### config.mk
export PLATFORM = sky130hd
export DESIGN_NAME = map_118
export DESIGN_NICKNAME = d
export VERILOG_FILES = /design/src/rtl/map_pkg.sv /design/src/rtl/map_cpu_if.sv /design/src/rtl/txs_regs.sv /design/src/rtl/txs_scanline_irq.sv /design/src/rtl/txs_addr_combine.sv /design/src/rtl/map_118.sv
export VERILOG_INCLUDE_DIRS = /design/src /design/src/include
export SDC_FILE = /design/constraint.sdc
export NUM_CORES = 1
export LEC_CHECK = 0
export BUFFER_PORTS_ARGS = -buffer_cell sky130_fd_sc_hd__buf_4
export CAP_MARGIN = 40
export CORE_MARGIN = 2
export CORE_UTILIZATION = 40
export CTS_BUF_LIST = sky130_fd_sc_hd__clkbuf_8
export CTS_CLUSTER_DIAMETER = 80
export DETAILED_ROUTE_END_ITERATION = 10
export GPL_ROUTABILITY_DRIVEN = 1
export SYNTH_ARGS = -nofsm -noshare
export SYNTH_HDL_FRONTEND = slang
export SYNTH_SLANG_ARGS = --single-unit
### constraint.sdc
create_clock -name m2 -period 6.63 [get_ports m2]
set_clock_uncertainty 0.15 [all_clocks]
set_input_delay 1.326 -clock m2 [delete_from_list [all_inputs] [get_ports m2]]
set_output_delay 1.326 -clock m2 [all_outputs]
set_load 0.005 [all_outputs]
### src/include/map_macros.svh
`ifndef MAP_MACROS_SVH
`define MAP_MACROS_SVH

// Control register indices in mmc_regs.
`define MAP_REG_CFG 0
`define MAP_REG_MIRROR 2
`define MAP_REG_RAM_CFG 3
`define MAP_REG_RELOAD 4

// Bank register values after reset.
`define MAP_BANK_RST0 8'd0
`define MAP_BANK_RST1 8'd2
`define MAP_BANK_RST2 8'd4
`define MAP_BANK_RST3 8'd5
`define MAP_BANK_RST4 8'd6
`define MAP_BANK_RST5 8'd7
`define MAP_BANK_RST6 8'd0
`define MAP_BANK_RST7 8'd1

// Mapper number returned by save state readback.
`define MAP_IDX 8'd118

// Low A12 samples needed before a rise is counted.
`define MAP_A12_FILT 8

`endif

### src/rtl/map_pkg.sv
`default_nettype none

package map_pkg;

	// Bank byte as used on TxSROM boards.
	typedef struct packed
	{
		logic nt_a10; // Drives CIRAM A10.
		logic [6:0] bank;
	} chr_txs_t;

	// One CHR bank byte seen as a plain bank or as the TxSROM split.
	typedef union packed
	{
		logic [7:0] raw;
		chr_txs_t txs;
	} chr_bank_u;

	// Eight byte register array.
	typedef logic [7:0][7:0] reg_file_t;

endpackage

`default_nettype wire

### src/rtl/map_cpu_if.sv
`timescale 1ns/10ps
`default_nettype none

interface map_cpu_if;

	logic [14:0] cpu_addr;
	logic [7:0] cpu_dat;
	logic cpu_ce; // Low for $8000-$FFFF.
	logic cpu_rw;

	// Save state access.
	logic ss_act;
	logic ss_we;
	logic [7:0] ss_addr;

	modport regs
	(
		input cpu_addr, cpu_dat, cpu_ce, cpu_rw,
		input ss_act, ss_we, ss_addr
	);

	modport irq
	(
		input cpu_dat,
		input ss_act, ss_we, ss_addr
	);

endinterface

`default_nettype wire

### src/rtl/txs_regs.sv
`timescale 1ns/10ps
`default_nettype none

`include "map_macros.svh"

module txs_regs import map_pkg::*;
(
	input logic m2,
	input logic map_rst,
	map_cpu_if.regs bus,
	output reg_file_t mmc_regs,
	output reg_file_t bank_regs,
	output logic reload_wr,
	output logic irq_dis,
	output logic irq_en
);

	logic [2:0] reg_idx;
	logic [2:0] bank_sel;
	logic cpu_wr;
	logic ss_wr;

	assign reg_idx = {bus.cpu_addr[14], bus.cpu_addr[13], bus.cpu_addr[0]};
	assign bank_sel = mmc_regs[`MAP_REG_CFG][2:0];

	// Store to $8000-$FFFF outside of a save state cycle.
	assign cpu_wr = !bus.cpu_ce & !bus.cpu_rw & !bus.ss_act;
	assign ss_wr = bus.ss_act & bus.ss_we;

	// IRQ strobes act on the same edge as the register write.
	assign reload_wr = cpu_wr & (reg_idx == 3'd5);
	assign irq_dis = cpu_wr & (reg_idx == 3'd6);
	assign irq_en = cpu_wr & (reg_idx == 3'd7);

	always_ff @(posedge m2)
	begin
		if (map_rst)
		begin
			mmc_regs[`MAP_REG_CFG] <= 8'd0;
			mmc_regs[`MAP_REG_MIRROR] <= 8'd0;
			mmc_regs[`MAP_REG_RAM_CFG] <= 8'd0; // RAM off, writable.
		end
		else if (ss_wr)
		begin
			if (bus.ss_addr[7:3] == 5'd0)
				mmc_regs[bus.ss_addr[2:0]] <= bus.cpu_dat;
		end
		else if (cpu_wr)
		begin
			mmc_regs[reg_idx] <= bus.cpu_dat;
		end
	end

	always_ff @(posedge m2)
	begin
		if (map_rst)
		begin
			bank_regs[0] <= `MAP_BANK_RST0;
			bank_regs[1] <= `MAP_BANK_RST1;
			bank_regs[2] <= `MAP_BANK_RST2;
			bank_regs[3] <= `MAP_BANK_RST3;
			bank_regs[4] <= `MAP_BANK_RST4;
			bank_regs[5] <= `MAP_BANK_RST5;
			bank_regs[6] <= `MAP_BANK_RST6;
			bank_regs[7] <= `MAP_BANK_RST7;
		end
		else if (ss_wr)
		begin
			if (bus.ss_addr[7:3] == 5'd1)
				bank_regs[bus.ss_addr[2:0]] <= bus.cpu_dat;
		end
		else if (cpu_wr & (reg_idx == 3'd1))
		begin
			bank_regs[bank_sel] <= bus.cpu_dat; // Bank data port.
		end
	end

endmodule

`default_nettype wire

### src/rtl/txs_scanline_irq.sv
`timescale 1ns/10ps
`default_nettype none

`include "map_macros.svh"

module txs_scanline_irq
(
	input logic m2,
	input logic map_rst,
	map_cpu_if.irq bus,
	input logic a12,
	input logic cfg_mmc3b,
	input logic [7:0] reload_val,
	input logic reload_wr,
	input logic irq_dis,
	input logic irq_en,
	output logic [7:0] irq_ctr,
	output logic irq_on,
	output logic irq_pend,
	output logic irq_reload_req,
	output logic irq_act
);

	logic [`MAP_A12_FILT-1:0] a12_filt; // Recent A12 samples.
	logic a12_rise;
	logic irq_reload;

	// A rise only counts after a full run of low samples.
	assign a12_rise = a12 & (a12_filt == '0) & !bus.ss_act;

	// Rev B parts also reload whenever the counter sits at zero.
	assign irq_reload = irq_reload_req | (cfg_mmc3b & (irq_ctr == 8'd0));

	assign irq_act = irq_on & a12_rise &
		((!irq_reload & (irq_ctr == 8'd1)) | (irq_reload & (reload_val == 8'd0)));

	always_ff @(posedge m2)
	begin
		if (map_rst)
		begin
			a12_filt <= '1;
			irq_ctr <= 8'd0;
			irq_on <= 1'b0;
			irq_pend <= 1'b0;
			irq_reload_req <= 1'b0;
		end
		else if (bus.ss_act)
		begin
			if (bus.ss_we & (bus.ss_addr == 8'd16))
				irq_ctr <= bus.cpu_dat;
			if (bus.ss_we & (bus.ss_addr == 8'd17))
			begin
				irq_on <= bus.cpu_dat[5] ^ bus.cpu_dat[4];
				irq_pend <= bus.cpu_dat[3] ^ bus.cpu_dat[2];
				irq_reload_req <= bus.cpu_dat[1] ^ bus.cpu_dat[0];
			end
		end
		else
		begin
			a12_filt <= {a12_filt[`MAP_A12_FILT-2:0], a12};
			if (a12_rise)
			begin
				if (irq_reload | (irq_ctr == 8'd0))
					irq_ctr <= reload_val;
				else
					irq_ctr <= irq_ctr - 8'd1;
				if (irq_reload)
					irq_reload_req <= 1'b0;
				if (irq_act)
					irq_pend <= 1'b1;
			end
			// CPU writes win over the counter.
			if (reload_wr)
				irq_reload_req <= 1'b1;
			if (irq_dis)
			begin
				irq_on <= 1'b0;
				irq_pend <= 1'b0; // Acknowledge.
			end
			if (irq_en)
				irq_on <= 1'b1;
		end
	end

endmodule

`default_nettype wire

### src/rtl/txs_addr_combine.sv
`timescale 1ns/10ps
`default_nettype none

`include "map_macros.svh"

module txs_addr_combine import map_pkg::*;
(
	input logic [14:0] cpu_addr,
	input logic cpu_ce,
	input logic cpu_rw,
	input logic [13:0] ppu_addr,
	input logic ppu_we,
	input logic cfg_chr_ram,
	input logic [7:0] ss_addr,
	input reg_file_t mmc_regs,
	input reg_file_t bank_regs,
	input logic [7:0] irq_ctr,
	input logic irq_on,
	input logic irq_pend,
	input logic irq_reload_req,
	input logic irq_act,
	output logic [18:0] prg_addr,
	output logic [17:0] chr_addr,
	output logic ciram_a10,
	output logic ciram_ce,
	output logic chr_ce,
	output logic chr_we,
	output logic rom_ce,
	output logic ram_ce,
	output logic ram_we,
	output logic map_cpu_oe,
	output logic irq,
	output logic [7:0] ss_rdat
);

	logic swap_control;
	logic chr_invert;
	logic ram_on;
	logic ram_we_off;
	logic ram_area;
	logic [5:0] prg_bank;
	chr_bank_u chr_sel;

	assign swap_control = mmc_regs[`MAP_REG_CFG][6];
	assign chr_invert = mmc_regs[`MAP_REG_CFG][7];
	assign ram_on = mmc_regs[`MAP_REG_RAM_CFG][7];
	assign ram_we_off = mmc_regs[`MAP_REG_RAM_CFG][6];

	// 8 KB PRG windows.
	always_comb
	begin
		case (cpu_addr[14:13])
			2'd0: prg_bank = swap_control ? 6'h3e : bank_regs[6][5:0];
			2'd1: prg_bank = bank_regs[7][5:0];
			2'd2: prg_bank = swap_control ? bank_regs[6][5:0] : 6'h3e;
			default: prg_bank = 6'h3f;
		endcase
	end

	assign prg_addr = {(cpu_ce ? 6'd0 : prg_bank), cpu_addr[12:0]};
	assign rom_ce = !cpu_ce;

	// PRG RAM at $6000-$7FFF.
	assign ram_area = (cpu_addr[14:13] == 2'b11) & cpu_ce;
	assign ram_ce = ram_area & ram_on;
	assign ram_we = ram_ce & !cpu_rw & !ram_we_off;
	assign map_cpu_oe = ram_area & !ram_on & cpu_rw; // Open bus.

	// Two 2 KB and four 1 KB CHR windows. Invert swaps the halves.
	always_comb
	begin
		if (ppu_addr[12:11] == {chr_invert, 1'b0})
			chr_sel.raw = {bank_regs[0][7:1], ppu_addr[10]};
		else if (ppu_addr[12:11] == {chr_invert, 1'b1})
			chr_sel.raw = {bank_regs[1][7:1], ppu_addr[10]};
		else
		begin
			case (ppu_addr[11:10])
				2'd0: chr_sel.raw = bank_regs[2];
				2'd1: chr_sel.raw = bank_regs[3];
				2'd2: chr_sel.raw = bank_regs[4];
				default: chr_sel.raw = bank_regs[5];
			endcase
		end
	end

	assign chr_addr[17:10] = cfg_chr_ram ? {5'd0, chr_sel.raw[2:0]} : chr_sel.raw;
	assign chr_addr[9:0] = ppu_addr[9:0];
	assign ciram_a10 = chr_sel.txs.nt_a10; // Nametable select from bank bit 7.

	assign ciram_ce = !ppu_addr[13];
	assign chr_ce = !ppu_addr[13];
	assign chr_we = cfg_chr_ram & chr_ce & !ppu_we;

	assign irq = irq_pend | irq_act;

	always_comb
	begin
		if (ss_addr[7:3] == 5'd0)
			ss_rdat = mmc_regs[ss_addr[2:0]];
		else if (ss_addr[7:3] == 5'd1)
			ss_rdat = bank_regs[ss_addr[2:0]];
		else if (ss_addr == 8'd16)
			ss_rdat = irq_ctr;
		else if (ss_addr == 8'd17)
			ss_rdat = {3'b000, irq_on, irq_pend, 1'b0, irq_reload_req, 1'b0};
		else if (ss_addr == 8'd127)
			ss_rdat = `MAP_IDX;
		else
			ss_rdat = 8'hff;
	end

endmodule

`default_nettype wire

### src/rtl/map_118.sv
`timescale 1ns/10ps
`default_nettype none

`include "map_macros.svh"

module map_118 import map_pkg::*;
(
	input logic m2,
	input logic map_rst,
	input logic [14:0] cpu_addr,
	input logic [7:0] cpu_dat,
	input logic cpu_ce,
	input logic cpu_rw,
	input logic [13:0] ppu_addr,
	input logic ppu_we,
	input logic ss_act,
	input logic ss_we,
	input logic [7:0] ss_addr,
	input logic cfg_chr_ram,
	input logic cfg_mmc3b,
	output logic [18:0] prg_addr,
	output logic [17:0] chr_addr,
	output logic ciram_a10,
	output logic ciram_ce,
	output logic chr_ce,
	output logic chr_we,
	output logic rom_ce,
	output logic ram_ce,
	output logic ram_we,
	output logic map_cpu_oe,
	output logic irq,
	output logic [7:0] ss_rdat
);

	reg_file_t mmc_regs;
	reg_file_t bank_regs;
	logic reload_wr;
	logic irq_dis;
	logic irq_en;
	logic [7:0] irq_ctr;
	logic irq_on;
	logic irq_pend;
	logic irq_reload_req;
	logic irq_act;

	map_cpu_if cpu_bus();

	assign cpu_bus.cpu_addr = cpu_addr;
	assign cpu_bus.cpu_dat = cpu_dat;
	assign cpu_bus.cpu_ce = cpu_ce;
	assign cpu_bus.cpu_rw = cpu_rw;
	assign cpu_bus.ss_act = ss_act;
	assign cpu_bus.ss_we = ss_we;
	assign cpu_bus.ss_addr = ss_addr;

	txs_regs i_regs
	(
		.m2(m2),
		.map_rst(map_rst),
		.bus(cpu_bus.regs),
		.mmc_regs(mmc_regs),
		.bank_regs(bank_regs),
		.reload_wr(reload_wr),
		.irq_dis(irq_dis),
		.irq_en(irq_en)
	);

	txs_scanline_irq i_irq
	(
		.m2(m2),
		.map_rst(map_rst),
		.bus(cpu_bus.irq),
		.a12(ppu_addr[12]),
		.cfg_mmc3b(cfg_mmc3b),
		.reload_val(mmc_regs[`MAP_REG_RELOAD]),
		.reload_wr(reload_wr),
		.irq_dis(irq_dis),
		.irq_en(irq_en),
		.irq_ctr(irq_ctr),
		.irq_on(irq_on),
		.irq_pend(irq_pend),
		.irq_reload_req(irq_reload_req),
		.irq_act(irq_act)
	);

	txs_addr_combine i_addr
	(
		.cpu_addr(cpu_addr),
		.cpu_ce(cpu_ce),
		.cpu_rw(cpu_rw),
		.ppu_addr(ppu_addr),
		.ppu_we(ppu_we),
		.cfg_chr_ram(cfg_chr_ram),
		.ss_addr(ss_addr),
		.mmc_regs(mmc_regs),
		.bank_regs(bank_regs),
		.irq_ctr(irq_ctr),
		.irq_on(irq_on),
		.irq_pend(irq_pend),
		.irq_reload_req(irq_reload_req),
		.irq_act(irq_act),
		.prg_addr(prg_addr),
		.chr_addr(chr_addr),
		.ciram_a10(ciram_a10),
		.ciram_ce(ciram_ce),
		.chr_ce(chr_ce),
		.chr_we(chr_we),
		.rom_ce(rom_ce),
		.ram_ce(ram_ce),
		.ram_we(ram_we),
		.map_cpu_oe(map_cpu_oe),
		.irq(irq),
		.ss_rdat(ss_rdat)
	);

endmodule

`default_nettype wire

# Word level (Yosys, flattened, before mapping)

Index checks and enable logic that the tools add are counted.

Output and inout port bits: 54
Input bits: 54
Logic and storage cells: 163
Bits in registers: 147

Eq/ne operators: 20
$lt $le $gt $ge: 6
Add/subtract/negate cells: 1
Multiplexer cells: 51
Bitwise gates (word level): 32
Reduce and logical (&&, ||, !) cells: 32

Operators by type and width:

| operator              | number |
|---|---|
| $mux W64              | 6 |
| $bwmux W64            | 4 |
| $mux W8               | 17 |
| $demux W8 S3          | 3 |
| $bmux W8 S3           | 2 |
| $and A1 B1 Y1         | 24 |
| $logic_not A8 Y1      | 3 |
| $pmux W8 S3           | 1 |
| $mux W6               | 3 |
| $pmux W6 S3           | 1 |
| $eq A8 B5 Y1 const B  | 2 |
| $reduce_bool A3 Y1    | 5 |
| $mux W1               | 14 |
| $lt A3 B4 Y1 const B  | 3 |
| $eq A3 B3 Y1 const B  | 3 |
| $ge A3 B1 Y1 const B  | 3 |
| $reduce_and A3 Y1     | 3 |
| $eq A8 B1 Y1 const B  | 1 |
| $eq A8 B7 Y1 const B  | 1 |
| $logic_not A1 Y1      | 8 |
| $ne A2 B1 Y1 const B  | 4 |
| $reduce_and A2 Y1     | 4 |
| $sub A8 B1 Y8 const B | 1 |
| $eq A2 B2 Y1 const B  | 3 |
| 11 further kinds      | 23 |

# Depth between registers and ports, before layout

Depth after elaboration: 11
Depth in mapped cells: 8
Depth with buffers taken out: 7

# Cells and area by module

From an unflattened synthesis, not the netlist that was laid out.

Cells, all modules: 763
Area, all modules: 8,460.6 µm²

Modules (own cells, without submodules):

| module           | area an instance (µm²) | instances | seq. area each (µm²) | cells an instance |
|---|---|---|---|---|
| txs_regs         | 5,263.8                | 1         | 2,962.8              | 437 |
| txs_addr_combine | 1,923.1                | 1         | 0.0                  | 178 |
| txs_scanline_irq | 1,273.7                | 1         | 380.4                | 148 |

# Worst setup path before layout

No wires, ideal clock.

Kind: input to output
From: input port ss_addr[0]
To: output port ss_rdat[2]
Slack: 2,516 ps
Arrival: 2,638 ps
Cell stages on the path: 5
Data required time: 5,154 ps
Path buffers: 2
Cell sequence: buf_2 > clkbuf_1 > mux4_2 > a211oi_1 > a211oi_1

Word-level cells in the longest chain between the ends: 5
Elaborated cells between the ends (all ways): 10
Classes of those cells: 2 x eq/ne; 8 x mux

RTL lines:

| element      | RTL line                | text |
|---|---|---|
| from (decl)  | map_118.sv:18           | `input logic [7:0] ss_addr,` |
| $eq A8 B5 Y1 | txs_addr_combine.sv:105 | `else if (ss_addr == 8'd17)` |
| $mux W8      | txs_addr_combine.sv:105 |  |
| $mux W8      | txs_addr_combine.sv:103 | `else if (ss_addr == 8'd16)` |
| $mux W8      | txs_addr_combine.sv:101 | `else if (ss_addr[7:3] == 5'd1)` |
| $mux W8 *    | txs_addr_combine.sv:99  | `if (ss_addr[7:3] == 5'd0)` |
| to (decl)    | map_118.sv:32           | `output logic [7:0] ss_rdat` |

Mark *: on every way between the ends. The rest lies on a longest branch, timed or not. The select of a mux whose other input is x is not followed.

# Worst setup path after layout

From: input port ss_addr[1]
To: output port ss_rdat[0]

Word-level cells in the longest chain between the ends: 6
Elaborated cells between the ends (all ways): 12
Classes of those cells: 3 x eq/ne; 9 x mux

RTL lines:

| element      | RTL line                | text |
|---|---|---|
| $eq A8 B7 Y1 | txs_addr_combine.sv:107 | `else if (ss_addr == 8'd127)` |
| $mux W8      | txs_addr_combine.sv:107 |  |
| $mux W8      | txs_addr_combine.sv:105 |  |
| $mux W8      | txs_addr_combine.sv:103 |  |
| $mux W8      | txs_addr_combine.sv:101 |  |
| $mux W8 *    | txs_addr_combine.sv:99  |  |

Marked as above.

==> results.ini <==
[route]
viasPerCell=5.885
wl_um=25240
vias=6591
detail_route.iter0.violations=684
drt-pass1-iter-count=5
wl_per_cell_um=22.54
drc_errors=0
postRouteAntennaNets=0

[power_and_ir_drop]
leakagePower_nw=3.418
power_density_mw_per_mm2=213.1
ir_drop_v=0.00009113
p_total_w=0.001954

[final_layout]
nFillCells=1951
layout_common_cells=nor2_1, mux2i_1, dfxtp_1, buf_4, edfxtp_1
nNetsFinal=894
drive_above_1_share_pct=18.35
final_common_cell=nor2_1
synthToLayoutAreaGrowth_pct=11.22
num_antenna_cells=0

[global_route]
grt_first_pass_wirelength_um=38580
track_usage_pct=23.52
grt_max_degree=54
grt_antenna_before_repair=0
grt_overflow_total=0
first_global_vias=6179

[timing]
hold_viol=0
timing.final.crit_share_pct=77.57
slew_headroom_pct=37.57
maxSlewViolCount=0
tns_ps=0
worst_pin_slew_ps=929.8
setup_viol=0
rsz0062_at_grt=false
finalCriticalPeriod_ps=5143
max_freq_ghz=0.1944

[placement]
routabilityCongestion=0.9203
port-buffer-count=63
hpwl_um=17410

[cts]
max-clock-path-buffers=2
post_cts_buffers=0
numCtsBuffers=17
clk_pin_slew_ps=90
cts_tree=done
ctsRootBufferMaster=clkbuf_8
clock_sinks=147
htree_num_levels=4
cts_resized=0
clk_latency_ps=470
ctsHoldBuffers=0

[synth]
ys_seq_area_share_pct=40.56
synth_top_area_share_pct=25.99
synthArstFlopShare_pct=0
synth_area_leaders=dfxtp_1, edfxtp_1, mux2i_1
synth_cell_types=70
syn-num-nets=892
synth_edf_count=40
synth.avg_cell_area_sq_um=9.872
ys_seq_elements=147
dominantRegCellSynth=dfxtp_1
synth_top_area_cell=dfxtp_1
syn_area_sq_mm=0.008243
synth_warnings=0
syn-instance-count=835

[worst_setup_path]
worstSetupPathType=input port to primary output
critical_path_arrival_ps=3670
crit_required_ps=5150
startpoint=ss_addr[1]
path_max_fanout=44
end_kind=primary output
start_kind=input port
r2r_slack_ps=4230
reg2regPathDepth=7
r2r-start=i_irq.irq_ctr[0]

[run]
drv_cap=0

[floorplanning]
dieArea_sq_mm=0.02177
core_sq_mm=0.02023
ioPinCount=108
rows=52
die_w_um=147.6
die_h_um=147.6
initial_core_util_pct=40.74

[min_path]
hp-class=flip-flop to flip-flop
hp-start=i_irq.a12_filt[7]
whs_path_depth=1

[outcome]
status=complete, no violations

-- critical path, stage by stage --
cell,delay (ps)
buf_4,410
nor2b_1,770
a22oi_1,200
nor2_1,130
a21oi_1,50
a311oi_1,540
buf_4,210
-- registers in the layout, summed over array words and instances (netlist names) --
| name | flops |
|---|---|
| i_irq.a12_filt | 8 |
| i_irq.irq_ctr | 8 |
| i_irq.irq_on | 1 |
| i_irq.irq_pend | 1 |
| i_irq.irq_reload_req | 1 |
| i_regs.bank_regs | 64 |
| i_regs.mmc_regs | 64 |
-- worst paths after layout --
path	endpoint
max	ss_rdat[0]
min	i_irq.a12_filt[7]
max reg2reg	i_irq.irq_ctr[0]
min reg2reg	i_irq.a12_filt[7]
-- per-layer routing --
metal,up-vias,wire [um],global-route usage (%)
met5,-,0,0
met4,0,760,8.654
met3,52,1734,4.259
met2,287,11420,35.70
met1,3224,11330,33.51
li1,3028,-,-
-- stage by stage --
step                      cell area [sq um]  hold slack (ps)  setup slack [ps]  util, %  cells
after floorplan                        8243            290.0              2516        -    835
after global placement                 8641            304.1              1560    42.70   1083
after detailed placement               8696            308.4              1521    42.98   1087
after CTS                              9160            329.9              1502    45.27   1119
after global routing                   9168            365.0              1384    45.31   1120
final                                  9168            326.0              1487    45.31   1120
-- cell families (layout without fill, tap and decap cells) --
kind of cell | count (synthesis) | in the layout | synth area share, %
multiplexers | 136 | 136 | 18.58
adder cells (fa/ha/maj) | 3 | 3 | 0.4554
buffers and inverters | 103 | 118 | 6.102
AND/OR/NAND/NOR | 284 | 284 | 17.52
flip-flops | 147 | 147 | 40.56
XOR/XNOR | 10 | 10 | 1.062
AO/OA/AOI/OAI | 152 | 152 | 15.73
-- report_power, final --
group | switching [W] | internal (W) | leakage (nW) | total, W
Clock | 0.000361 | 0.000468 | 0.241 | 0.000830
Sequential | 0.00000582 | 0.000926 | 1.15 | 0.000931
Combinational | 0.000120 | 0.0000729 | 2.03 | 0.000193
Total | 0.000487 | 0.00147 | 3.42 | 0.00195
-- layout make-up --
cell class,count,area [sq um],share of cell area (%)
timing repair buffer,72,565.5,6.169
sequential,147,3343,36.47
inverter,14,52.55,0.5732
tap,270,337.8,3.685
clock buffer,19,261.5,2.852
clock inverter,13,202.7,2.211
multi-input combinational,585,4404,48.04
-- synth_stat cells (12+ instances only) --
master and n:
nor2b_1 32, buf_2 18, inv_1 13, dfxtp_1 107
nand2_1 38, mux2i_1 108, and2_1 38, edfxtp_1 40
mux2_2 16, a21oi_1 25, a211o_1 15, o21ai_0 12
nor2_1 113, buf_4 25, clkbuf_1 37, mux4_2 12
a211oi_1 13
Note: power is estimated with default switching activity, not from simulation.
